[src/hdl/sync_fifo.sv]
`timescale 1ns/1ns

module sync_fifo #(
	parameter type payload_t = logic [31:0],
	parameter int DEPTH = 4
) (
	input  logic clk,
	input  logic reset,
	input  logic push,         // write push_data when not full
	input  payload_t push_data,
	input  logic pop,          // drop the head entry when not empty
	output payload_t pop_data, // head entry, always shown
	output logic empty,
	output logic full
);

	localparam int PTR_W = (DEPTH > 1) ? $clog2(DEPTH) : 1;
	localparam int CNT_W = $clog2(DEPTH + 1);

	payload_t mem [DEPTH];      // circular buffer
	logic [PTR_W-1:0] wr_ptr;
	logic [PTR_W-1:0] rd_ptr;
	logic [CNT_W-1:0] count;    // occupancy
	logic do_push;
	logic do_pop;

	// pointer step with wrap at DEPTH, depth need not be a power of two
	function automatic logic [PTR_W-1:0] ptr_next(input logic [PTR_W-1:0] ptr);
		return (ptr == PTR_W'(DEPTH - 1)) ? '0 : ptr + 1'b1;
	endfunction

	assign do_push = push && !full;   // push into a full fifo is lost
	assign do_pop = pop && !empty;
	assign empty = (count == '0);
	assign full = (count == CNT_W'(DEPTH));
	assign pop_data = mem[rd_ptr];

	always_ff @(posedge clk) begin
		if (reset) begin
			wr_ptr <= '0;
			rd_ptr <= '0;
			count <= '0;
		end else begin
			if (do_push) wr_ptr <= ptr_next(wr_ptr);
			if (do_pop) rd_ptr <= ptr_next(rd_ptr);
			if (do_push && !do_pop) count <= count + 1'b1;
			else if (do_pop && !do_push) count <= count - 1'b1;
		end
	end

	always_ff @(posedge clk) begin
		if (do_push) mem[wr_ptr] <= push_data; // storage only
	end

endmodule

[config.mk]
export PLATFORM = sky130hd
export DESIGN_NAME = sync_fifo
export DESIGN_NICKNAME = d
export VERILOG_FILES = /design/src/hdl/sync_fifo.sv
export SDC_FILE = /design/constraint.sdc
export NUM_CORES = 1
export LEC_CHECK = 0
export ABC_CLOCK_PERIOD_IN_PS = 2900
export BUFFER_PORTS_ARGS = -buffer_cell sky130_fd_sc_hd__buf_4
export CORE_UTILIZATION = 59
export CTS_BUF_LIST = sky130_fd_sc_hd__clkbuf_4
export CTS_CLUSTER_DIAMETER = 60
export DETAILED_ROUTE_END_ITERATION = 8
export PLACE_DENSITY_LB_ADDON = 0.2
export SETUP_SLACK_MARGIN = 0.4
export SYNTH_ARGS = -nofsm -noshare
export SYNTH_HDL_FRONTEND = slang
export SYNTH_SLANG_ARGS = --single-unit
export TNS_END_PERCENT = 10
[constraint.sdc]
create_clock -name clk -period 2.9 [get_ports clk]
set_input_delay 0.725 -clock clk [delete_from_list [all_inputs] [get_ports clk]]
set_output_delay 0.725 -clock clk [all_outputs]
set_load 0.02 [all_outputs]
==> metrics.txt <==
outcome=finished clean; Setup TNS Final=0 ns; yosys warns=0; max_slew headroom=between 60% and 70%; register bit total from synthesis=around 140; Worst Path Max Fanout=8; Clk Latency, worst-skew pair=roughly 0.50 ns; VDD IR max=between 400 and 500 uV; Fmax=~400 MHz; H-Tree Depth=4; Setup Skew=approximately 0.017 ns; share of layout cells above drive strength 1=around half; fraction of the mapped netlist area in adder cells=1.865%; Hold-fix buffers, CTS=0; Max Cap Viol=0; DRT iter0 DRCs=104; largest family of logic cells by synthesized area=multiplexers; I/O Pins=70; Final Setup Violations=0; total routed wirelength=8.507 mm; Avg Synthesized Cell Area=roughly 23 um2; Final Cycle Share=around 87%; Post-Syn Nets=260; commonest cells after routing, fill and taps aside=edfxtp_1 (128), buf_4 (63), mux4_2 (32); Static Leak=2.200 nW; GRT Util Overall=roughly a fifth; CTS max path bufs=2; Pwr Total=5.460 mW; RSZ-0062 raised after global routing=yes; cells after synthesis=about 220; crit path time final=around 2.5 ns; Num CTS Buffers=17; n_diodes=0; die area=~9000 um2; Startpoint Class=register; I/O Buffers=69; post-synthesis sequential area ratio=78.92%; Fin. Hold Viols=0; simple-gate share of the synthesized area=around 1.8%; commonest non-fill, non-tap cell in the layout=edfxtp_1; drc violations=0; hold crit path type=primary input to register; first drt pass iteration count=4; unique cell type count in the Yosys netlist=27; CTS root buf=clkbuf_4; Initial Utilization=roughly three fifths; vias per inst=between 5 and 6; CTS tree=done; Placer Congestion=~0.72; CTS Sinks=between 100 and 150; kind of critical path=register to output pin; arrival time at the worst endpoint=about 1.8 ns; pin count of the biggest net entering global routing=33; Rows=33; WP data required=2.17 ns; crit end category=output pin; clock-pin slew on the worst setup and hold paths=about 0.13 ns; core area=a little over 8000 um2; multiplexer area fraction after synthesis=between 10% and 20%; chip width=between 90 and 100 um; max-slew violations=0; synthesized cell area=5099 um2; P per Cell Area=869.1 nW/um2; nets=~350; via count=roughly 2,400; Worst Tran Pin Value=0.5725 ns; initial antenna violation count=0; HPWL after DPL=about 5 mm; total grt overflow=0; vias in the first global route=roughly 2,500; Area Overhead vs Synth=23.21%; first-pass GRT wire length=12.88 mm; Synth Area in Compound Gates=less than 1%; Routed wire per std cell=19.88 um; XOR/XNOR Fraction of Synth Area=less than 1%; die span in y=between 90 and 100 um; Final ANT Viol Nets=0
sequential cells by signal, indices dropped and copies added (netlist names), named ones only:
| name | count |
|---|---|
| rd_ptr | 2 |
| mem | 128 |
| count | 3 |
| wr_ptr | 2 |
critical path: stages, from the launching register on:
cell	delay, ns
dfxtp_4	0.44
buf_12	0.16
mux4_2	0.55
buf_6	0.16
where the power goes:
part	switching [mW]	internal [mW]	total (mW)
Sequential	0.0992	2.39	2.49
Combinational	0.732	0.776	1.51
Clock	0.669	0.789	1.46
Total	1.50	3.96	5.46
logic make-up (layout without fill, tap and decap cells):
family / Yosys count / count (layout)
simple gates: 16 / 16
compound gates: 7 / 7
buf+inv: 14 / 120
fa+ha+maj: 7 / 7
mux: 34 / 34
xor+xnor: 2 / 2
flops: 137 / 137
cell usage after synthesis, drive strengths merged:
| library cell | number | area [um2] |
|---|---|---|
| or3 | 2 | 13.77 |
| mux4 | 32 | 720.7 |
| o31ai | 2 | 25.02 |
| or3b | 1 | 8.760 |
| buf | 8 | 50.04 |
| clkinv | 1 | 8.760 |
| inv | 4 | 15.01 |
| nand2 | 1 | 3.750 |
| fa | 1 | 20.02 |
| and3 | 4 | 30.03 |
| o21ai | 2 | 10.00 |
| xor2 | 2 | 17.52 |
| mux2i | 2 | 20.02 |
| dfxtp | 9 | 180.2 |
| clkbuf | 1 | 3.750 |
| nor3 | 2 | 10.01 |
| nand3 | 2 | 10.01 |
| a21oi | 3 | 15.01 |
| ha | 6 | 75.07 |
| edfxtp | 128 | 3844 |
| nor2 | 4 | 17.52 |
worst paths after layout:
path / start / endpoint / slack, ns / cells past startpoint
hold reg to reg: rd_ptr[0] / register / 0.50 / 2
hold / removal: push_data[15] / mem[3][15] / 0.42 / 1
setup reg to reg: count[0] / count[2] / 0.50 / 9
setup / recovery: register / pop_data[18] / 0.39 / 3
metal layers:
| metal | GRT usage [%] | vias to the layer above | share of wire [%] |
|---|---|---|---|
| li1 | - | 1094 | - |
| met4 | 9.470 | 0 | 1.1 |
| met3 | 7.327 | 6 | 4.6 |
| met1 | 24.57 | 1213 | 41 |
| met2 | 34.77 | 69 | 53 |
| met5 | 0 | - | 0 |
per-stage QoR:
step | cell area [um2] | worst slack [ns] | cells | hold slack (ns) | utilization (%)
3_3_place_gp | 5779 | 0.4883 | 393 | 0.4844 | 69.64
3_5_place_dp | 5779 | 0.4561 | 393 | 0.4838 | 69.64
5_1_grt | 6282 | 0.2960 | 428 | 0.3587 | 75.70
2_1_floorplan | 5099 | 0.6529 | 217 | 0.4634 | -
6_report | 6282 | 0.3872 | 428 | 0.4181 | 75.70
4_1_cts | 6173 | 0.3147 | 426 | 0.3574 | 74.39
area by class of cell:
class	instances	area (um2)
multi-input combinational	66	997.2
clock inverter	14	220.2
inverter	5	23.77
sequential	137	4031
clock buffer	18	135.1
fill	456	2017
timing repair buffer	83	743.2
tap	105	131.4
what timing repair did:
| item | CTS | global route |
|---|---|---|
| endpoints found under the hold margin | 0 | 0 |
| buffers inserted | 1 | 0 |
| gates resized for setup | 7 | 16 |
| cloned | 0 | 2 |
| endpoints found under the setup margin | 32 | 33 |
(Power assumes the default switching activity.)
