$ cat config.mk
export PLATFORM = sky130hd
export DESIGN_NAME = fill_readout
export DESIGN_NICKNAME = d
export VERILOG_FILES = /design/src/hdl/wfd_pkg.sv /design/src/hdl/fill_readout.sv
export SDC_FILE = /design/constraint.sdc
export NUM_CORES = 1
export LEC_CHECK = 0
export ABC_CLOCK_PERIOD_IN_PS = 7300
export BUFFER_PORTS_ARGS = -buffer_cell sky130_fd_sc_hd__buf_2
export CAP_MARGIN = 15
export CELL_PAD_IN_SITES_DETAIL_PLACEMENT = 1
export CELL_PAD_IN_SITES_GLOBAL_PLACEMENT = 1
export CORE_AREA = 2 2 221 223
export CTS_CLUSTER_SIZE = 25
export DETAILED_ROUTE_END_ITERATION = 10
export DIE_AREA = 0 0 223 225
export MAX_ROUTING_LAYER = met4
export PLACE_DENSITY_LB_ADDON = 0.25
export SYNTH_ARGS = -nofsm -noshare
export SYNTH_HDL_FRONTEND = slang
export SYNTH_SLANG_ARGS = --single-unit
$ cat constraint.sdc
create_clock -name clk -period 7.3 [get_ports clk]
set_input_delay 1.46 -clock clk [delete_from_list [all_inputs] [get_ports clk]]
set_output_delay 1.46 -clock clk [all_outputs]
set_load 0.01 [all_outputs]
$ cat src/hdl/wfd_pkg.sv
package wfd_pkg;

	////////////////////////////////////////////////////////////
	// widths
	localparam int SAMPLE_W = 12;                      // adc sample
	localparam int SLOT_W = 16;                        // one sample slot in a burst
	localparam int SAMPLES_PER_BURST = 8;              // slots per 128-bit burst
	localparam int BURST_W = SAMPLES_PER_BURST * SLOT_W;
	localparam int WORD_W = 32;                        // stream word
	localparam int WORDS_PER_BURST = BURST_W / WORD_W; // 4, header is the same size
	localparam int FILL_NUM_W = 24;
	localparam int BURST_COUNT_W = 21;
	localparam int CHANNEL_TAG_W = 16;
	localparam int HDR_ADDR_W = 8;                     // start_addr field in the header

	////////////////////////////////////////////////////////////
	// data types
	typedef logic [SAMPLE_W-1:0] sample_t;           // one adc sample
	typedef logic [BURST_W-1:0] burst_t;             // slot 0 in the low bits
	typedef logic [WORD_W-1:0] word_t;               // one output word
	typedef logic [FILL_NUM_W-1:0] fill_num_t;
	typedef logic [BURST_COUNT_W-1:0] burst_count_t;
	typedef logic [CHANNEL_TAG_W-1:0] channel_tag_t;

	// fill type, same code as the two acq_enable bits
	typedef enum logic [1:0] {
		FILL_NONE = 2'd0,     // acquisition disabled
		FILL_MUON = 2'd1,
		FILL_LASER = 2'd2,
		FILL_PEDESTAL = 2'd3
	} fill_type_e;

	////////////////////////////////////////////////////////////
	// fill header, msb first
	typedef struct packed {
		fill_num_t fill_num;               // [127:104]
		fill_type_e fill_type;             // [103:102]
		channel_tag_t channel_tag;         // [101:86]
		burst_count_t burst_count;         // [85:65]
		logic [HDR_ADDR_W-1:0] start_addr; // [64:57] first burst address, zero padded
		logic overrun;                     // [56] at least one burst dropped
		logic [55:0] reserved;             // always zero
	} fill_header_t;

endpackage
$ cat src/hdl/fill_readout.sv
`timescale 1ns/1ns

module fill_readout #(
	parameter int MEM_ADDR_W = 8
) (
	input  logic clk,
	input  logic reset,
	input  logic hdr_empty,
	input  wfd_pkg::fill_header_t hdr_data,  // head of the header fifo
	input  logic readout_pause,              // hold off new packets
	input  logic rd_ack,
	input  wfd_pkg::burst_t rd_burst,
	input  logic tx_ready,
	output logic hdr_pop,
	output logic rd_req,
	output logic [MEM_ADDR_W-1:0] rd_addr,
	output wfd_pkg::word_t tx_data,
	output logic tx_valid,
	output logic tx_last                     // final word of the packet
);
	import wfd_pkg::*;

	localparam int WORD_IDX_W = $clog2(WORDS_PER_BURST);

	typedef enum logic [1:0] {RD_IDLE, RD_HDR, RD_REQ, RD_BURST} rd_state_e;

	rd_state_e state;
	fill_header_t hdr_q;                 // header of the packet in progress
	burst_t burst_q;                     // burst being sent
	burst_t tx_src;
	logic [WORD_IDX_W-1:0] word_idx;     // word within header or burst
	burst_count_t burst_idx;             // burst within the fill
	logic tx_fire;
	logic last_word;
	logic last_burst;
	logic no_bursts;

	assign tx_fire = tx_valid && tx_ready;
	assign last_word = (word_idx == WORD_IDX_W'(WORDS_PER_BURST - 1));
	assign last_burst = (burst_idx == hdr_q.burst_count - 1'b1);
	assign no_bursts = (hdr_q.burst_count == '0); // header only packet

	////////////////////////////////////////////////////////////
	// header pop and memory read client
	assign hdr_pop = (state == RD_IDLE) && !hdr_empty && !readout_pause;
	assign rd_req = (state == RD_REQ);
	assign rd_addr = hdr_q.start_addr[MEM_ADDR_W-1:0] + burst_idx[MEM_ADDR_W-1:0]; // wraps

	always_ff @(posedge clk) begin
		if (hdr_pop) hdr_q <= hdr_data;
	end

	always_ff @(posedge clk) begin
		if (rd_req && rd_ack) burst_q <= rd_burst;  // latched, so req drops at once
	end

	////////////////////////////////////////////////////////////
	// packet sequencing
	always_ff @(posedge clk) begin
		if (reset) begin
			state <= RD_IDLE;
			word_idx <= '0;
			burst_idx <= '0;
		end else begin
			case (state)
				RD_IDLE: if (hdr_pop) begin
					word_idx <= '0;
					burst_idx <= '0;
					state <= RD_HDR;
				end
				RD_HDR: if (tx_fire) begin
					word_idx <= word_idx + 1'b1;     // wraps to 0 after the last word
					if (last_word) state <= no_bursts ? RD_IDLE : RD_REQ;
				end
				// burst send outlasts the ack fall, so req never rises early
				RD_REQ: if (rd_ack) state <= RD_BURST;
				RD_BURST: if (tx_fire) begin
					word_idx <= word_idx + 1'b1;
					if (last_word) begin
						burst_idx <= burst_idx + 1'b1;
						state <= last_burst ? RD_IDLE : RD_REQ;
					end
				end
				default: state <= RD_IDLE;
			endcase
		end
	end

	////////////////////////////////////////////////////////////
	// stream out, msw first
	assign tx_valid = (state == RD_HDR) || (state == RD_BURST);
	assign tx_src = (state == RD_HDR) ? burst_t'(hdr_q) : burst_q;
	assign tx_data = tx_src[(WORD_IDX_W'(WORDS_PER_BURST - 1) - word_idx)*WORD_W +: WORD_W];
	assign tx_last = last_word && (((state == RD_HDR) && no_bursts) ||
		((state == RD_BURST) && last_burst));

endmodule

==> results.toml, run 1 <==
[run_status]
status = "finished clean"

[global_routing]
grt_max_degree = 57
gr-total-overflow = 0
grt_pass1_wl_um = 50700
grt_antenna_before_repair = 8
grt.total_usage = 0.142
grt_pass1_vias = 7772

[floorplanning]
start_util = 0.249
core_area_um2 = 47500
die_width_um = 223
die_y_um = 225
row_count = 80
fp.dieArea_um2 = 50200
ios = 306

[hold_path]
holdCritPathClass = "reg2reg"
worstHoldStart = "burst_idx[15]$_SDFFE_PP0P_"

[place]
post-dp-hpwl_um = 25200
gp_congestion = 0.766
port-buffer-count = 305

[logic_synthesis]
synth_area_leader_cell = "edfxtp_1"
synth_most_common_cell = "edfxtp_1"
yosysWarningCount = 0
synth_edf_count = 256
seq_area_frac_synth = 0.693
ys_seq_elements = 281
synth_commonest_cells = "256 x edfxtp_1, 64 x mux4_2, 33 x nor2_1"
netlist_instances = 661
synth_area_leaders = "edfxtp_1 65%, mux4_2 12%, dfxtp_1 4.2%"
yosys.area.top_type_share = 0.650
synthArstFlopShare = 0
syn-num-nets = 934
synth_ff_type = "edfxtp_1"
syn_area_per_cell_um2 = 17.9
ys_types = 52
syn_area_um2 = 11800

[clock_network]
worst_skew_pair.late_latency_ns = 0.53
cts-resized-gates = 0
cts.sinks = 281
ctsHoldBuffers = 0
postCtsSetupRepairBufs = 0
h-tree-depth = 2
cts_max_path_buffers = 3
clock-root-buffer = "clkbuf_16"
tritoncts = "done"
path_clk_slew_ns = 0.06
cts_made_buffers = 35

[pwr]
p_per_area_nw_per_um2 = 247
leakage_uw = 0.00539
ir_drop_v = 0.000203

[sta]
hold_viol = 0
fin_crit_sh = 0.722
fin_skew_ns = 0.0143
fmax_ghz = 0.190
relSlewSlack = 0.364
rsz0062_at_grt = "false"
finalMaxSlewViolations = 0
finalSetupViolCount = 0
finalWorstPathRequiredPeriod_ns = 5.27
worst_pin_slew_ns = 0.953
timing.hold.ws_ns = 0.535
setup_tns_ns = 0

[worst_setup_path]
critPathCaptureType = "output port"
crit_path_start_kind = "register"
path_max_fanout = 11
timing_worst_setup_path_type = "reg2out"
crit_path_max_incr_delay_ns = 0.57
required_ns = 5.84
worstPathArrival_ns = 3.81
cp_slowest_cell = "nor4b_4"
path_buf_inv = 2
r2r-start = "state[1]$_SDFFE_PP0P_"
cp-startpoint = "hdr_q[65]$_DFFE_PP_"
crit_chain = "inv_1 > ha_1 > nor4b_4 > o211ai_1 > a32o_1 > a21o_1 > a2111o_1 > a2111oi_2 > o21a_1 > buf_2"
critPathTopFamily = "compound AO/OA/AOI/OAI gates"

[layout]
layout-drive-gt1-share = 0.464
final_nets = 1255
syn_to_final_growth_pct = 28.9

[routing]
vias = 7126
vias_per_cell = 4.36
drc = 0
post_drt_wl_per_cell_um = 21.3
first_pass_iters = 4
totalWireLength_um = 34800
first_iter_violations = 355
ant_nets = 0

[job]
maxCapViolCount = 0
-- layer usage --
metal	part of all wire	global-route usage	vias up
met5	0	-	-
met4	0.018	0.0357	0
met3	0.059	0.0439	46
met2	0.51	0.235	179
met1	0.42	0.169	3599
li1	-	-	3302
-- tightest hold or removal path, delay by kind of cell (launching register included) --
| family | cells | cell delay (ns) |
|---|---|---|
| flip-flops | 1 | 0.34 |
| AO/OA/AOI/OAI | 2 | 0.15 |
-- registers in the layout, indices dropped and copies added (netlist names) --
| signal | flops |
|---|---|
| burst_idx | 21 |
| burst_q | 128 |
| hdr_q | 128 |
| state | 2 |
| word_idx | 2 |
-- power breakdown --
part	internal [µW]	total [µW]	switching, µW
sequential	1790	1820	25.4
clock	1050	1730	679
combinational	117	220	104
total	2960	3770	808
-- final cells by class --
cell class / count / area [µm²]
fill: 4994 / 32300
timing repair buffer: 313 / 1590
sequential: 281 / 8190
tap: 615 / 769
clock buffer: 43 / 927
inverter: 13 / 53.8
multi-input combinational: 338 / 3460
antenna: 10 / 25.0
clock inverter: 20 / 213
-- placed cells by master, fill, tap and decap left out, drive strengths merged, types with 3 or more instances in the layout --
cell,instances
buf,313
edfxtp,256
mux4,64
clkbuf,43
nor2,33
mux2,32
xnor2,26
dfxtp,25
xor2,21
nand2,18
a21oi,16
inv,15
nand3,14
clkinv,13
diode,10
ha,10
nor3,9
nor2b,8
nand4,8
o21ai,7
or3,6
and3,6
nand3b,5
a31oi,5
nor4,5
a21o,4
or4,4
nand2b,4
bufinv,4
o211ai,3
and2,3
-- stage by stage --
step            util  area [µm²]  setup WS [ns]  power [µW]  cells
2_1_floorplan      -       11800           1.20        1950    661
3_3_place_gp   0.296       14100           2.66        2080   1560
3_5_place_dp   0.296       14100           2.60        2080   1560
4_1_cts        0.320       15200           1.98        3840   1623
5_1_grt        0.320       15200           1.79        3910   1632
6_report       0.320       15200           2.03        3770   1633
-- kinds of logic after synthesis --
| group | after synthesis | synth area share |
|---|---|---|
| XOR/XNOR | 47 | 0.0348 |
| AO/OA/AOI/OAI | 50 | 0.0281 |
| buffers and inverters | 42 | 0.0149 |
| multiplexers | 98 | 0.154 |
| AND/OR/NAND/NOR | 132 | 0.0630 |
| flip-flops | 281 | 0.693 |
| adder cells (fa/ha/maj) | 11 | 0.0123 |
-- path summary, 6_finish.rpt --
check                                    end  slack [ns]  cells after the start
setup reg to reg         hdr_q[15]$_DFFE_PP_        3.91                      4
hold / removal    burst_idx[15]$_SDFFE_PP0P_        0.53                      2
hold reg to reg   burst_idx[15]$_SDFFE_PP0P_        0.53                      2
setup / recovery                     tx_last        2.03                     10
No activity file was read; power rests on OpenSTA's default activity.
==> run 2: changes to the inputs <==
- ABC_CLOCK_PERIOD_IN_PS: 7300 -> 4970
- clock period: 7.3 -> 4.97 ns (I/O delays scaled with it)
==> results.toml, run 2 (same netlist as run 1, synthesis figures left out) <==
[global_routing]
gr-total-overflow = 0
met1_usage = 0.165
grt_pass1_vias = 8013
grt_max_degree = 58
grt.total_usage = 0.143
grt_use_met2 = 0.236
grt_pass1_wl_um = 51100
gr-usage-met3 = 0.0506
grt_antenna_before_repair = 13
top_usage_layer = "met2"

[worst_setup_path]
worstPathArrival_ns = 3.53
path_buf_inv = 2
crit_path_max_incr_delay_ns = 0.48
path_max_fanout = 6
crit_chain = "inv_1 > ha_1 > nor4b_4 > o211ai_1 > a32o_1 > a21o_1 > a2111o_1 > a2111oi_2 > o21a_1 > buf_2"
cp_slowest_cell = "edfxtp_1"
critPathTopFamily = "compound AO/OA/AOI/OAI gates"
critPathCaptureType = "output port"
r2r_setup_slack_ns = 1.94
timing_worst_setup_path_type = "reg2out"
required_ns = 3.98
crit_path_start_kind = "register"

[sta]
final.setup.worst_slack_ns = 0.447
fin_skew_ns = 0.0243
rsz0062_at_grt = "false"
finalSetupViolCount = 0
finalMaxSlewViolations = 0
worst_pin_slew_ns = 0.841
setup_tns_ns = 0
fin_crit_sh = 0.910
finalWorstPathRequiredPeriod_ns = 4.52
fmax_ghz = 0.221
hold_viol = 0
relSlewSlack = 0.439

[place]
gp_congestion = 0.731
post-dp-hpwl_um = 25100
preCtsSetupSlack_ns = 0.798
port-buffer-count = 305

[routing]
first_pass_iters = 6
ant_nets = 0
first_iter_violations = 298
vias = 7094
post_drt_wl_per_cell_um = 21.1
totalWireLength_um = 34600
drc = 0
vias_per_cell = 4.33

[layout]
reg.largest.list = "burst_q (128), hdr_q (128), burst_idx (21)"
layout_commonest_cell = "buf_2"
syn_to_final_growth_pct = 29.4
final_nets = 1259
final_cell_mix = "305 x buf_2, 256 x edfxtp_1, 64 x mux4_2"
layout-drive-gt1-share = 0.471

[floorplanning]
die_y_um = 225
core_area_um2 = 47500
die_width_um = 223
start_util = 0.249
fp.dieArea_um2 = 50200
row_count = 80
ios = 306

[clock_network]
cts.sinks = 281
cts_max_path_buffers = 3
ctsHoldBuffers = 0
worst_skew_pair.late_latency_ns = 0.53
tritoncts = "done"
path_clk_slew_ns = 0.06
clock-root-buffer = "clkbuf_16"
h-tree-depth = 2
cts_made_buffers = 36

[pwr]
ir_drop_v = 0.000255
leakage_uw = 0.00542
p_per_area_nw_per_um2 = 363

[run_status]
status = "finished clean"

[job]
maxCapViolCount = 0

[hold_path]
holdCritPathClass = "reg2reg"
==> run 2: repair_timing <==
action	4_1_cts	5_1_grt
gates resized for setup	0	0
endpoints found under the setup margin	0	1
buffers inserted	0	1
==> run 2: power by group <==
| part | switching, µW | leakage [µW] | internal [µW] |
|---|---|---|---|
| logic | 151 | 0.00231 | 173 |
| clock network | 1030 | 0.000559 | 1520 |
| registers | 37.9 | 0.00254 | 2630 |
==> run 2: path summary, 6_finish.rpt <==
kind / start / endpoint / cells past startpoint
max: hdr_q[65]$_DFFE_PP_ / tx_last / 10
min: burst_idx[15]$_SDFFE_PP0P_ / burst_idx[15]$_SDFFE_PP0P_ / 2
max reg2reg: word_idx[0]$_SDFFE_PP0P_ / burst_idx[18]$_SDFFE_PP0P_ / 8
min reg2reg: burst_idx[15]$_SDFFE_PP0P_ / burst_idx[15]$_SDFFE_PP0P_ / 2
==> run 2: per-layer routing <==
layer,part of all wire,up-vias
met5,0,-
met4,0.016,0
met3,0.073,39
met2,0.51,177
met1,0.40,3570
li1,-,3308
==> run 2: cell type report <==
| cell class | count | area (µm²) |
|---|---|---|
| diodes | 12 | 30.0 |
| clock buffers | 40 | 937 |
| clock inverters | 25 | 208 |
| fillers | 4992 | 32300 |
| inverters | 13 | 52.6 |
| multi-input cells | 338 | 3460 |
| flip-flops and latches | 281 | 8190 |
| well taps | 615 | 769 |
| repair buffers | 316 | 1630 |
==> run 2: worst min-delay path, cell delays in order (launching register included) <==
cell     delay (ns)
dfxtp_1        0.34
o21ai_0        0.08
a21oi_1        0.06
==> run 2: through the flow <==
step	cell area [µm²]	cells	power, µW	hold slack (ns)	util
2_1_floorplan	11800	661	2870	0.483	-
3_3_place_gp	14100	1562	3050	0.506	0.296
3_5_place_dp	14100	1562	3060	0.523	0.296
4_1_cts	15200	1627	5650	0.533	0.321
5_1_grt	15300	1639	5770	0.596	0.322
6_report	15300	1640	5540	0.530	0.322
