$ cat src/hdl/wfd_pkg.sv
package wfd_pkg;

	////////////////////////////////////////////////////////////
	// widths
	localparam int SAMPLE_W = 12;                      // adc sample
	localparam int SLOT_W = 16;                        // one sample slot in a burst
	localparam int SAMPLES_PER_BURST = 8;              // slots per 128-bit burst
	localparam int BURST_W = SAMPLES_PER_BURST * SLOT_W;
	localparam int WORD_W = 32;                        // stream word
	localparam int WORDS_PER_BURST = BURST_W / WORD_W; // 4, header is the same size
	localparam int FILL_NUM_W = 24;
	localparam int BURST_COUNT_W = 21;
	localparam int CHANNEL_TAG_W = 16;
	localparam int HDR_ADDR_W = 8;                     // start_addr field in the header

	////////////////////////////////////////////////////////////
	// data types
	typedef logic [SAMPLE_W-1:0] sample_t;           // one adc sample
	typedef logic [BURST_W-1:0] burst_t;             // slot 0 in the low bits
	typedef logic [WORD_W-1:0] word_t;               // one output word
	typedef logic [FILL_NUM_W-1:0] fill_num_t;
	typedef logic [BURST_COUNT_W-1:0] burst_count_t;
	typedef logic [CHANNEL_TAG_W-1:0] channel_tag_t;

	// fill type, same code as the two acq_enable bits
	typedef enum logic [1:0] {
		FILL_NONE = 2'd0,     // acquisition disabled
		FILL_MUON = 2'd1,
		FILL_LASER = 2'd2,
		FILL_PEDESTAL = 2'd3
	} fill_type_e;

	////////////////////////////////////////////////////////////
	// fill header, msb first
	typedef struct packed {
		fill_num_t fill_num;               // [127:104]
		fill_type_e fill_type;             // [103:102]
		channel_tag_t channel_tag;         // [101:86]
		burst_count_t burst_count;         // [85:65]
		logic [HDR_ADDR_W-1:0] start_addr; // [64:57] first burst address, zero padded
		logic overrun;                     // [56] at least one burst dropped
		logic [55:0] reserved;             // always zero
	} fill_header_t;

endpackage
$ cat src/hdl/fill_acquisition.sv
`timescale 1ns/1ns

module fill_acquisition #(
	parameter int MEM_ADDR_W = 8,
	parameter int BURST_FIFO_DEPTH = 8
) (
	input  logic clk,
	input  logic reset,
	input  wfd_pkg::sample_t adc_data,
	input  logic adc_valid,                    // one sample per cycle when high
	input  logic acq_trig,                     // rising edge starts a fill
	input  wfd_pkg::fill_type_e acq_enable,    // fill type, none disables triggers
	input  wfd_pkg::channel_tag_t channel_tag,
	input  wfd_pkg::burst_count_t num_muon_bursts,
	input  wfd_pkg::burst_count_t num_laser_bursts,
	input  wfd_pkg::burst_count_t num_ped_bursts,
	input  wfd_pkg::fill_num_t initial_fill_num,
	input  logic initial_fill_num_wr,          // load strobe for the fill number
	input  logic wr_ack,
	input  logic hdr_full,
	output logic acq_done,                     // one cycle after the header push
	output wfd_pkg::fill_num_t fill_num,       // number of the current or next fill
	output logic wr_req,
	output logic [MEM_ADDR_W-1:0] wr_addr,
	output wfd_pkg::burst_t wr_burst,
	output logic hdr_push,
	output wfd_pkg::fill_header_t hdr_data
);
	import wfd_pkg::*;

	localparam int SLOT_IDX_W = $clog2(SAMPLES_PER_BURST);

	typedef enum logic [1:0] {ACQ_IDLE, ACQ_RUN, ACQ_HDR} acq_state_e;
	typedef enum logic [1:0] {WR_IDLE, WR_REQ, WR_WAIT} wr_state_e;

	acq_state_e acq_state;
	wr_state_e wr_state;
	logic trig_d;                          // for edge detect
	logic fill_start;
	fill_type_e fill_type_q;               // sampled at the trigger
	channel_tag_t tag_q;
	burst_count_t burst_sel;
	burst_count_t burst_total;             // bursts in this fill
	burst_count_t packed_cnt;              // bursts packed or dropped so far
	logic [SLOT_IDX_W-1:0] slot;           // next slot in pack_buf
	burst_t pack_buf;
	burst_t fifo_in;
	logic overrun;
	logic [MEM_ADDR_W-1:0] fill_base;      // start address of this fill
	logic [MEM_ADDR_W-1:0] next_base;
	logic sample_take;
	logic burst_done;
	logic packing_done;
	logic fifo_push;
	logic fifo_pop;
	logic fifo_empty;
	logic fifo_full;

	////////////////////////////////////////////////////////////
	// trigger and burst count select
	assign fill_start = acq_trig && !trig_d && (acq_state == ACQ_IDLE) &&
		(acq_enable != FILL_NONE);

	always_comb begin
		case (acq_enable)
			FILL_MUON: burst_sel = num_muon_bursts;
			FILL_LASER: burst_sel = num_laser_bursts;
			FILL_PEDESTAL: burst_sel = num_ped_bursts;
			default: burst_sel = '0;   // disabled
		endcase
	end

	////////////////////////////////////////////////////////////
	// sample packing
	assign packing_done = (packed_cnt == burst_total);
	assign sample_take = (acq_state == ACQ_RUN) && adc_valid && !packing_done;
	assign burst_done = sample_take && (slot == SLOT_IDX_W'(SAMPLES_PER_BURST - 1));
	assign fifo_push = burst_done && !fifo_full; // full fifo drops the burst

	always_comb begin
		fifo_in = pack_buf;
		fifo_in[(SAMPLES_PER_BURST-1)*SLOT_W +: SLOT_W] = SLOT_W'(adc_data); // last slot live
	end

	always_ff @(posedge clk) begin
		if (sample_take) pack_buf[slot*SLOT_W +: SLOT_W] <= SLOT_W'(adc_data); // zero extend
	end

	assign next_base = fill_base + burst_total[MEM_ADDR_W-1:0]; // wraps with the memory

	always_ff @(posedge clk) begin
		if (reset) begin
			acq_state <= ACQ_IDLE;
			trig_d <= 1'b0;
			fill_type_q <= FILL_NONE;
			burst_total <= '0;
			packed_cnt <= '0;
			slot <= '0;
			overrun <= 1'b0;
			fill_base <= '0;
		end else begin
			trig_d <= acq_trig;
			case (acq_state)
				ACQ_IDLE: if (fill_start) begin
					fill_type_q <= acq_enable;
					burst_total <= burst_sel;
					packed_cnt <= '0;
					slot <= '0;
					overrun <= 1'b0;
					acq_state <= ACQ_RUN;
				end
				ACQ_RUN: begin
					if (sample_take) slot <= slot + 1'b1;
					if (burst_done) begin
						packed_cnt <= packed_cnt + 1'b1;
						if (fifo_full) overrun <= 1'b1; // slot stays reserved in memory
					end
					// all bursts packed and written back
					if (packing_done && fifo_empty && wr_state == WR_IDLE) acq_state <= ACQ_HDR;
				end
				ACQ_HDR: if (!hdr_full) begin
					fill_base <= next_base;
					acq_state <= ACQ_IDLE;
				end
				default: acq_state <= ACQ_IDLE;
			endcase
		end
	end

	always_ff @(posedge clk) begin
		if (fill_start) tag_q <= channel_tag;
	end

	sync_fifo #(
		.payload_t(burst_t),
		.DEPTH(BURST_FIFO_DEPTH)
	) burst_fifo (
		.clk(clk),
		.reset(reset),
		.push(fifo_push),
		.push_data(fifo_in),
		.pop(fifo_pop),       // after the write is acked
		.pop_data(wr_burst),  // head is the burst being written
		.empty(fifo_empty),
		.full(fifo_full)
	);

	////////////////////////////////////////////////////////////
	// memory write client, four phase
	assign wr_req = (wr_state == WR_REQ);
	assign fifo_pop = (wr_state == WR_REQ) && wr_ack;

	always_ff @(posedge clk) begin
		if (reset) begin
			wr_state <= WR_IDLE;
			wr_addr <= '0;
		end else begin
			case (wr_state)
				WR_IDLE: if (!fifo_empty && !wr_ack) wr_state <= WR_REQ;
				WR_REQ: if (wr_ack) begin
					wr_addr <= wr_addr + 1'b1;
					wr_state <= WR_WAIT;  // drop req
				end
				WR_WAIT: if (!wr_ack) wr_state <= WR_IDLE;
				default: wr_state <= WR_IDLE;
			endcase
			if (hdr_push) wr_addr <= next_base; // skip slots of dropped bursts
		end
	end

	////////////////////////////////////////////////////////////
	// header and fill numbering
	assign hdr_push = (acq_state == ACQ_HDR) && !hdr_full;

	always_comb begin
		hdr_data = '0;
		hdr_data.fill_num = fill_num;
		hdr_data.fill_type = fill_type_q;
		hdr_data.channel_tag = tag_q;
		hdr_data.burst_count = burst_total;
		hdr_data.start_addr = HDR_ADDR_W'(fill_base);
		hdr_data.overrun = overrun;
	end

	always_ff @(posedge clk) begin
		if (reset) begin
			fill_num <= '0;
			acq_done <= 1'b0;
		end else begin
			acq_done <= hdr_push;
			if (initial_fill_num_wr) fill_num <= initial_fill_num;
			else if (hdr_push) fill_num <= fill_num + 1'b1;
		end
	end

endmodule

$ cat src/hdl/sync_fifo.sv
`timescale 1ns/1ns

module sync_fifo #(
	parameter type payload_t = logic [31:0],
	parameter int DEPTH = 4
) (
	input  logic clk,
	input  logic reset,
	input  logic push,         // write push_data when not full
	input  payload_t push_data,
	input  logic pop,          // drop the head entry when not empty
	output payload_t pop_data, // head entry, always shown
	output logic empty,
	output logic full
);

	localparam int PTR_W = (DEPTH > 1) ? $clog2(DEPTH) : 1;
	localparam int CNT_W = $clog2(DEPTH + 1);

	payload_t mem [DEPTH];      // circular buffer
	logic [PTR_W-1:0] wr_ptr;
	logic [PTR_W-1:0] rd_ptr;
	logic [CNT_W-1:0] count;    // occupancy
	logic do_push;
	logic do_pop;

	// pointer step with wrap at DEPTH, depth need not be a power of two
	function automatic logic [PTR_W-1:0] ptr_next(input logic [PTR_W-1:0] ptr);
		return (ptr == PTR_W'(DEPTH - 1)) ? '0 : ptr + 1'b1;
	endfunction

	assign do_push = push && !full;   // push into a full fifo is lost
	assign do_pop = pop && !empty;
	assign empty = (count == '0);
	assign full = (count == CNT_W'(DEPTH));
	assign pop_data = mem[rd_ptr];

	always_ff @(posedge clk) begin
		if (reset) begin
			wr_ptr <= '0;
			rd_ptr <= '0;
			count <= '0;
		end else begin
			if (do_push) wr_ptr <= ptr_next(wr_ptr);
			if (do_pop) rd_ptr <= ptr_next(rd_ptr);
			if (do_push && !do_pop) count <= count + 1'b1;
			else if (do_pop && !do_push) count <= count - 1'b1;
		end
	end

	always_ff @(posedge clk) begin
		if (do_push) mem[wr_ptr] <= push_data; // storage only
	end

endmodule

$ cat config.mk
export PLATFORM = sky130hd
export DESIGN_NAME = fill_acquisition
export DESIGN_NICKNAME = d
export VERILOG_FILES = /design/src/hdl/wfd_pkg.sv /design/src/hdl/fill_acquisition.sv /design/src/hdl/sync_fifo.sv
export SDC_FILE = /design/constraint.sdc
export NUM_CORES = 1
export LEC_CHECK = 0
export BUFFER_PORTS_ARGS = -buffer_cell sky130_fd_sc_hd__buf_4
export CORE_MARGIN = 4
export CORE_UTILIZATION = 42
export CTS_BUF_LIST = sky130_fd_sc_hd__clkbuf_16
export DETAILED_ROUTE_END_ITERATION = 6
export PLACE_DENSITY = 0.67
export SETUP_SLACK_MARGIN = 0.2
export SLEW_MARGIN = 0
export SYNTH_ARGS = -nofsm -noshare
export SYNTH_HDL_FRONTEND = slang
export SYNTH_HIERARCHICAL = 1
export SYNTH_SLANG_ARGS = --single-unit
$ cat constraint.sdc
create_clock -name clk -period 54.3 [get_ports clk]
set_input_delay 13.575 -clock clk [delete_from_list [all_inputs] [get_ports clk]]
set_output_delay 13.575 -clock clk [all_outputs]
set_load 0.02 [all_outputs]
==> out/qor.txt, run 1 <==
Worst path most repeated cell = buf_4
RSZ-0062 raised after global routing = no
CTS tree = yes
Max IR drop VDD = 0.0000290 V
Cts hold-fix bufs = 0
Vias in the first global route = 25,800
Ports = 415
Clock root cell = clkbuf_16
Final setup viols = 0
Final hold vios = 0
Final Max Tran Viols = 0
Post-synth top flop = edfxtp_1
Cell Area, Synth = 0.0491 mm2
Post-CTS Setup Bufs = 0
Synth cell types = 71
Reg2reg path depth = 12
Total Routing Usage GR = 0.180
Die height = 350 um
Gate Count Post-Synth = 2,487
Filler cells = 9,411
Ys Warns = 6
CP max stage delay = 0.65 ns
Via/cell ratio = 5.14
Port Buf Inserts = 358
FF-to-FF setup slack = 49.14 ns
Post-layout min period = 28.50 ns
CTS buffer count = 132
Critical Path Start Type = primary input
Pin count of the biggest net entering global routing = 129
Initial antenna violation count = 10
CP arrival = 14.92 ns
Final Util = 0.499
Crit-path leading delay family = buffers and inverters
Skew final = 0.0354 ns
Share of cells above drive strength 1 = 0.289
CTS sink count = 1,231
Hold WC Path Type = register to register
H-tree levels = 4
Layout area overhead = 18.0%
Worst-path fanout max = 20
EDFF count, synth = 1,124
Clock Path Buffers = 3
Buf/Inv on CP = 3
CP required = 40.72 ns
GR Overflow Total = 0
Hold endpoint = fill_type_q[1]
Yosys top cell by area = edfxtp_1
Lkg Pwr = 20.4 nW
Power per cell area = 33.5 mW/mm2
Slowest CP cell = or3b_1
Worst hold start = fill_type_q[1]
Post-synthesis sequential area ratio = 0.731
RePlAce Congestion = 0.882
Ys async rst share = 0
Outcome = finished, final reports clean
Maximum clock frequency = 35.1 MHz
Synth Area per Inst = 19.7 um2
Part of the cycle the worst path needs = 0.525
First-pass GRT wire length = 163,000 um
Post-Route WL = 109,000 um
Pre-antenna DRT Iters = 5
DRC violations left = 0
Most common cell in the netlist = edfxtp_1
Hold WS = 0.467 ns
Reg-to-Reg Start = slot[0]
Chip width = 350 um
Max Cap Violations = 0
Yosys top cell area share = 0.687
Clock Latency Late Sink = 0.74 ns
Crit end category = output port
Slew @ Worst Pin = 1.10 ns
Row cnt = 125
Clk slew on worst S/H paths = 0.05 ns
Slew HR = 0.264
Reg-to-Reg End = burst_fifo/mem[1][77]
Core ar. = 0.116 mm2
Post-synthesis register bit count = 1,231
Post-DR wirelength/cell = 23.0 um
Layout Nets = 3,272
Die area = 0.122 mm2
Area contributors post-synth = edfxtp_1 69%, mux4_2 8.8%, dfxtp_1 4.4%, mux4_1 3.5%, mux2_2 3.4%
DRT iter0 DRCs = 1,903
Post-route ant nets = 0
Detail Placement HPWL = 60,300 um
Setup TNS = 0 ns
Crit-path cells = buf_4 > or3b_1 > inv_2 > buf_4
Routed via count = 24,400
Synth cell count leaders = 1,124 x edfxtp_1, 191 x mux4_2, 150 x mux2_2
Worst Hold Path Cells = 2
Initial Util = 0.423
Post-CTS resize count = 0
N_diodes = 0
CP Class = primary input to output port
-- layout by cell type, fill, tap and decap left out, drive strengths merged, types with 8 or more instances in the layout --
cell,Yosys,routed
buf,135,389
a21oi,48,48
dfxtp,107,107
conb,1,312
nor4,11,11
xnor2,22,22
clkinv,1,58
xor2,34,34
and2,83,83
edfxtp,1124,1124
a22oi,22,22
o21ai,30,30
nor2b,8,8
clkbuf,64,134
nand4,12,12
o31ai,9,9
inv,14,50
mux4,256,256
mux2,150,150
nand2,90,90
nand3,25,25
and3,21,21
nor2,79,79
ha,24,24
nor3,19,19
a211oi,30,30
-- metal layers --
layer  track usage  up-vias  wire length [um]
met3        0.0442      161              8160
met2         0.297      840             53400
met4        0.0562        2              2800
li1              -    10900                 -
met5             0        -                13
met1         0.237    12500             45000
-- where the power goes --
part	total, W	internal (W)	leakage, nW	switching (W)
Clock	0.000855	0.000483	2.16	0.000372
Sequential	0.00104	0.00103	11.7	0.00000617
Combinational	0.0000491	0.0000184	6.56	0.0000307
-- flip-flops by register name (all words and copies together) (netlist names), 3 cells and up, named ones only --
| register | cells |
|---|---|
| burst_fifo/mem | 1024 |
| fill_base | 8 |
| pack_buf | 84 |
| slot | 3 |
| burst_total | 21 |
| burst_fifo/wr_ptr | 3 |
| burst_fifo/rd_ptr | 3 |
| fill_num | 24 |
| tag_q | 16 |
| wr_addr | 8 |
| packed_cnt | 21 |
| burst_fifo/count | 4 |
-- worst reg2reg max path, stage by stage (launching register included) --
cell	delay, ns
dfxtp_1	0.56
ha_1	0.22
ha_1	0.33
nand3_1	0.19
nand2b_1	0.28
nor2_1	0.12
a21bo_2	0.31
inv_1	0.14
nand2_1	0.22
nor3_2	0.19
buf_4	0.61
buf_4	0.78
buf_4	0.80
-- kinds of logic after synthesis --
| group | after synthesis | share of synthesized area |
|---|---|---|
| XOR/XNOR | 57 | 0.0104 |
| AND/OR/NAND/NOR | 376 | 0.0394 |
| multiplexers | 411 | 0.158 |
| buffers and inverters | 214 | 0.0318 |
| other | 1 | 0.0000764 |
| AO/OA/AOI/OAI | 171 | 0.0227 |
| adder cells (fa/ha/maj) | 26 | 0.00693 |
| flip-flops | 1231 | 0.731 |
-- final cells by class --
class / count / area (um2) / share of cell area
Timing Repair Buffer: 389 / 3000 / 0.0517
Tap cell: 1524 / 1910 / 0.0329
Clock buffer: 134 / 3350 / 0.0579
Clock inverter: 100 / 843 / 0.0146
Multi-Input combinational cell: 1353 / 12900 / 0.222
Sequential cell: 1231 / 35900 / 0.620
Inverter: 15 / 56.3 / 0.000972
-- through the flow --
step	setup slack (ns)	instances	instance area, um2	power, W
5_1_grt	25.69	4746	57900	0.00201
4_1_cts	25.79	4746	57900	0.00196
3_5_place_dp	25.80	4512	53700	0.00110
2_1_floorplan	26.25	2798	50300	0.00108
3_3_place_gp	25.84	4512	53700	0.00110
6_report	25.80	4746	57900	0.00194
-- worst max path at each step --
stage          slack, ns        to      from  depth (start not counted)
4_1_cts            25.79  hdr_push  hdr_full                          4
2_1_floorplan      26.25  hdr_push  hdr_full                          3
3_5_place_dp       25.80  hdr_push  hdr_full                          4
5_1_grt            25.69  hdr_push  hdr_full                          4
6_report           25.80  hdr_push  hdr_full                          4
3_3_place_gp       25.84  hdr_push  hdr_full                          4
Power figures use the tool's default switching activity.
==> inputs of run 2 (changes only) <==
- PLACE_DENSITY: 0.67 -> 0.7
- clock period: 54.3 -> 24.8 ns (I/O delays scaled with it)
==> out/qor.txt, run 2 (same netlist as run 1, synthesis figures left out) <==
GR Overflow Total = 0 (unchanged)
Slew @ Worst Pin = 1.22 ns (+0.116 ns)
CTS sink count = 1,231 (unchanged)
Top Registers = burst_fifo/mem (1024), pack_buf (84), fill_num (24)
Die height = 350 um (unchanged)
Routed via count = 24,300 (-0.27%)
Chip width = 350 um (unchanged)
Clock Latency Late Sink = 0.74 ns (about the same)
Most common cell after layout, fill and taps aside = edfxtp_1
RePlAce Congestion = 0.807 (-8.5%)
CTS buffer count = 133 (+0.76%)
Row cnt = 125 (unchanged)
Top reg by flops = burst_fifo/mem
Clock root cell = clkbuf_16
Initial Util = 0.423 (unchanged)
Max reg flops = 1,024 (unchanged)
Max IR drop VDD = 0.0000526 V (+81%)
Vias in the first global route = 25,300 (-1.7%)
Clk slew on worst S/H paths = 0.05 ns (about the same)
Final Max Tran Viols = 0 (unchanged)
Final setup viols = 0 (unchanged)
Metal1 wirelength = 42,600 um (-5.4%)
Worst-path fanout max = 20 (unchanged)
Commonest cells after routing, fill and taps aside = 1,124 x edfxtp_1, 371 x buf_4, 312 x conb_1, 191 x mux4_2, 150 x mux2_2
Ports = 415 (unchanged)
Dpl cell area = 0.0537 mm2 (about the same)
First-pass GRT wire length = 159,000 um (-2.6%)
Clock Path Buffers = 3 (unchanged)
Post-Route WL = 107,000 um (-2.2%)
Hold WC Path Type = register to register
Post-CTS resize count = 0 (unchanged)
Total Routing Usage GR = 0.175 (-0.00521)
Pre-antenna DRT Iters = 6 (+1)
Lkg Pwr = 20.4 nW (-0.14%)
Power per cell area = 73.5 mW/mm2 (+120%)
Die area = 0.122 mm2 (unchanged)
Outcome = finished, final reports clean
DRT iter0 DRCs = 1,900 (-0.16%)
Setup TNS = 0 ns (unchanged)
CTS tree = yes
Crit end category = output port
Post-route ant nets = 0 (unchanged)
Met2 Wirelength = 52,700 um (-1.3%)
Post-CTS Setup Bufs = 0 (unchanged)
Layout area overhead = 18.2%
RSZ-0062 raised after global routing = no
DRC violations left = 0 (unchanged)
Initial antenna violation count = 7 (-3)
Skew final = 0.0463 ns (+0.0109 ns)
Share of cells above drive strength 1 = 0.288 (-0.00119)
Place WS = 11.10 ns (-14.70 ns)
Post-DR wirelength/cell = 22.5 um (-2.2%)
Cts hold-fix bufs = 0 (unchanged)
Design area = 0.0580 mm2 (+0.15%)
Via/cell ratio = 5.13 (-0.29%)
Layout Nets = 3,264 (-0.24%)
Part of the cycle the worst path needs = 0.554
Max Cap Violations = 0 (unchanged)
CP required = 18.60 ns (-22.12 ns)
Slew HR = 0.187 (-0.0773)
CP arrival = 7.53 ns (-7.39 ns)
Final hold vios = 0 (unchanged)
Worst setup margin = 11.07 ns (-14.73 ns)
Pin count of the biggest net entering global routing = 156 (+21%)
Met3 Routed Length = 9230 um (+13%)
H-tree levels = 4 (unchanged)
Core ar. = 0.116 mm2 (unchanged)
Maximum clock frequency = 72.8 MHz
Critical Path Start Type = primary input
Detail Placement HPWL = 57,600 um (-4.5%)
CP Class = primary input to output port
Max Used Layer = met4
Post-layout min period = 13.73 ns
Port Buf Inserts = 358 (unchanged)
Filler cells = 9,437 (+0.28%)
-- run 2: final cells by class --
cell class | count | area, um2 | area share
sequential | 1231 | 35900 | 0.619
multi-input combinational | 1353 | 12900 | 0.222
clock buffer | 134 | 3350 | 0.0578
timing repair buffer | 380 | 2970 | 0.0511
tap | 1524 | 1910 | 0.0329
clock inverter | 105 | 931 | 0.0160
inverter | 15 | 56.3 | 0.000970
antenna | 5 | 12.5 | 0.000216
-- run 2: worst paths after layout --
path / startpoint / end / slack (ns) / cells past startpoint
setup / recovery: hdr_full / hdr_push / 11.07 / 4
hold / removal: fill_type_q[1] / fill_type_q[1] / 0.46 / 2
setup reg to reg: burst_total[2] / burst_fifo/count[3] / 20.95 / 15
hold reg to reg: fill_type_q[1] / fill_type_q[1] / 0.46 / 2
-- run 2: critical path, stage by stage --
cell    delay, ns
buf_4        0.12
or3b_1       0.61
inv_2        0.37
buf_4        0.21
-- run 2: metrics by stage --
| step | util | hold slack, ns | total power [W] | std cells |
|---|---|---|---|---|
| finish | 0.499 | 0.463 | 0.00426 | 4747 |
| detailed placement | 0.462 | 0.452 | 0.00242 | 4503 |
| CTS | 0.499 | 0.462 | 0.00431 | 4742 |
| global placement | 0.462 | 0.444 | 0.00241 | 4503 |
| floorplan | - | 0.444 | 0.00237 | 2798 |
| global route | 0.499 | 0.494 | 0.00441 | 4742 |
-- run 2: per-layer routing --
layer / track usage / vias to the layer above
met5: 0 / -
met4: 0.0502 / 0
met3: 0.0507 / 152
met2: 0.293 / 894
met1: 0.223 / 12400
li1: - / 10900
-- run 2: power by group --
part / leakage (nW) / total (W) / switching, W / internal (W)
logic: 6.52 / 0.000107 / 0.0000672 / 0.0000402
registers: 11.7 / 0.00227 / 0.0000127 / 0.00225
clock network: 2.17 / 0.00189 / 0.000826 / 0.00107
total: 20.4 / 0.00426 / 0.000906 / 0.00336
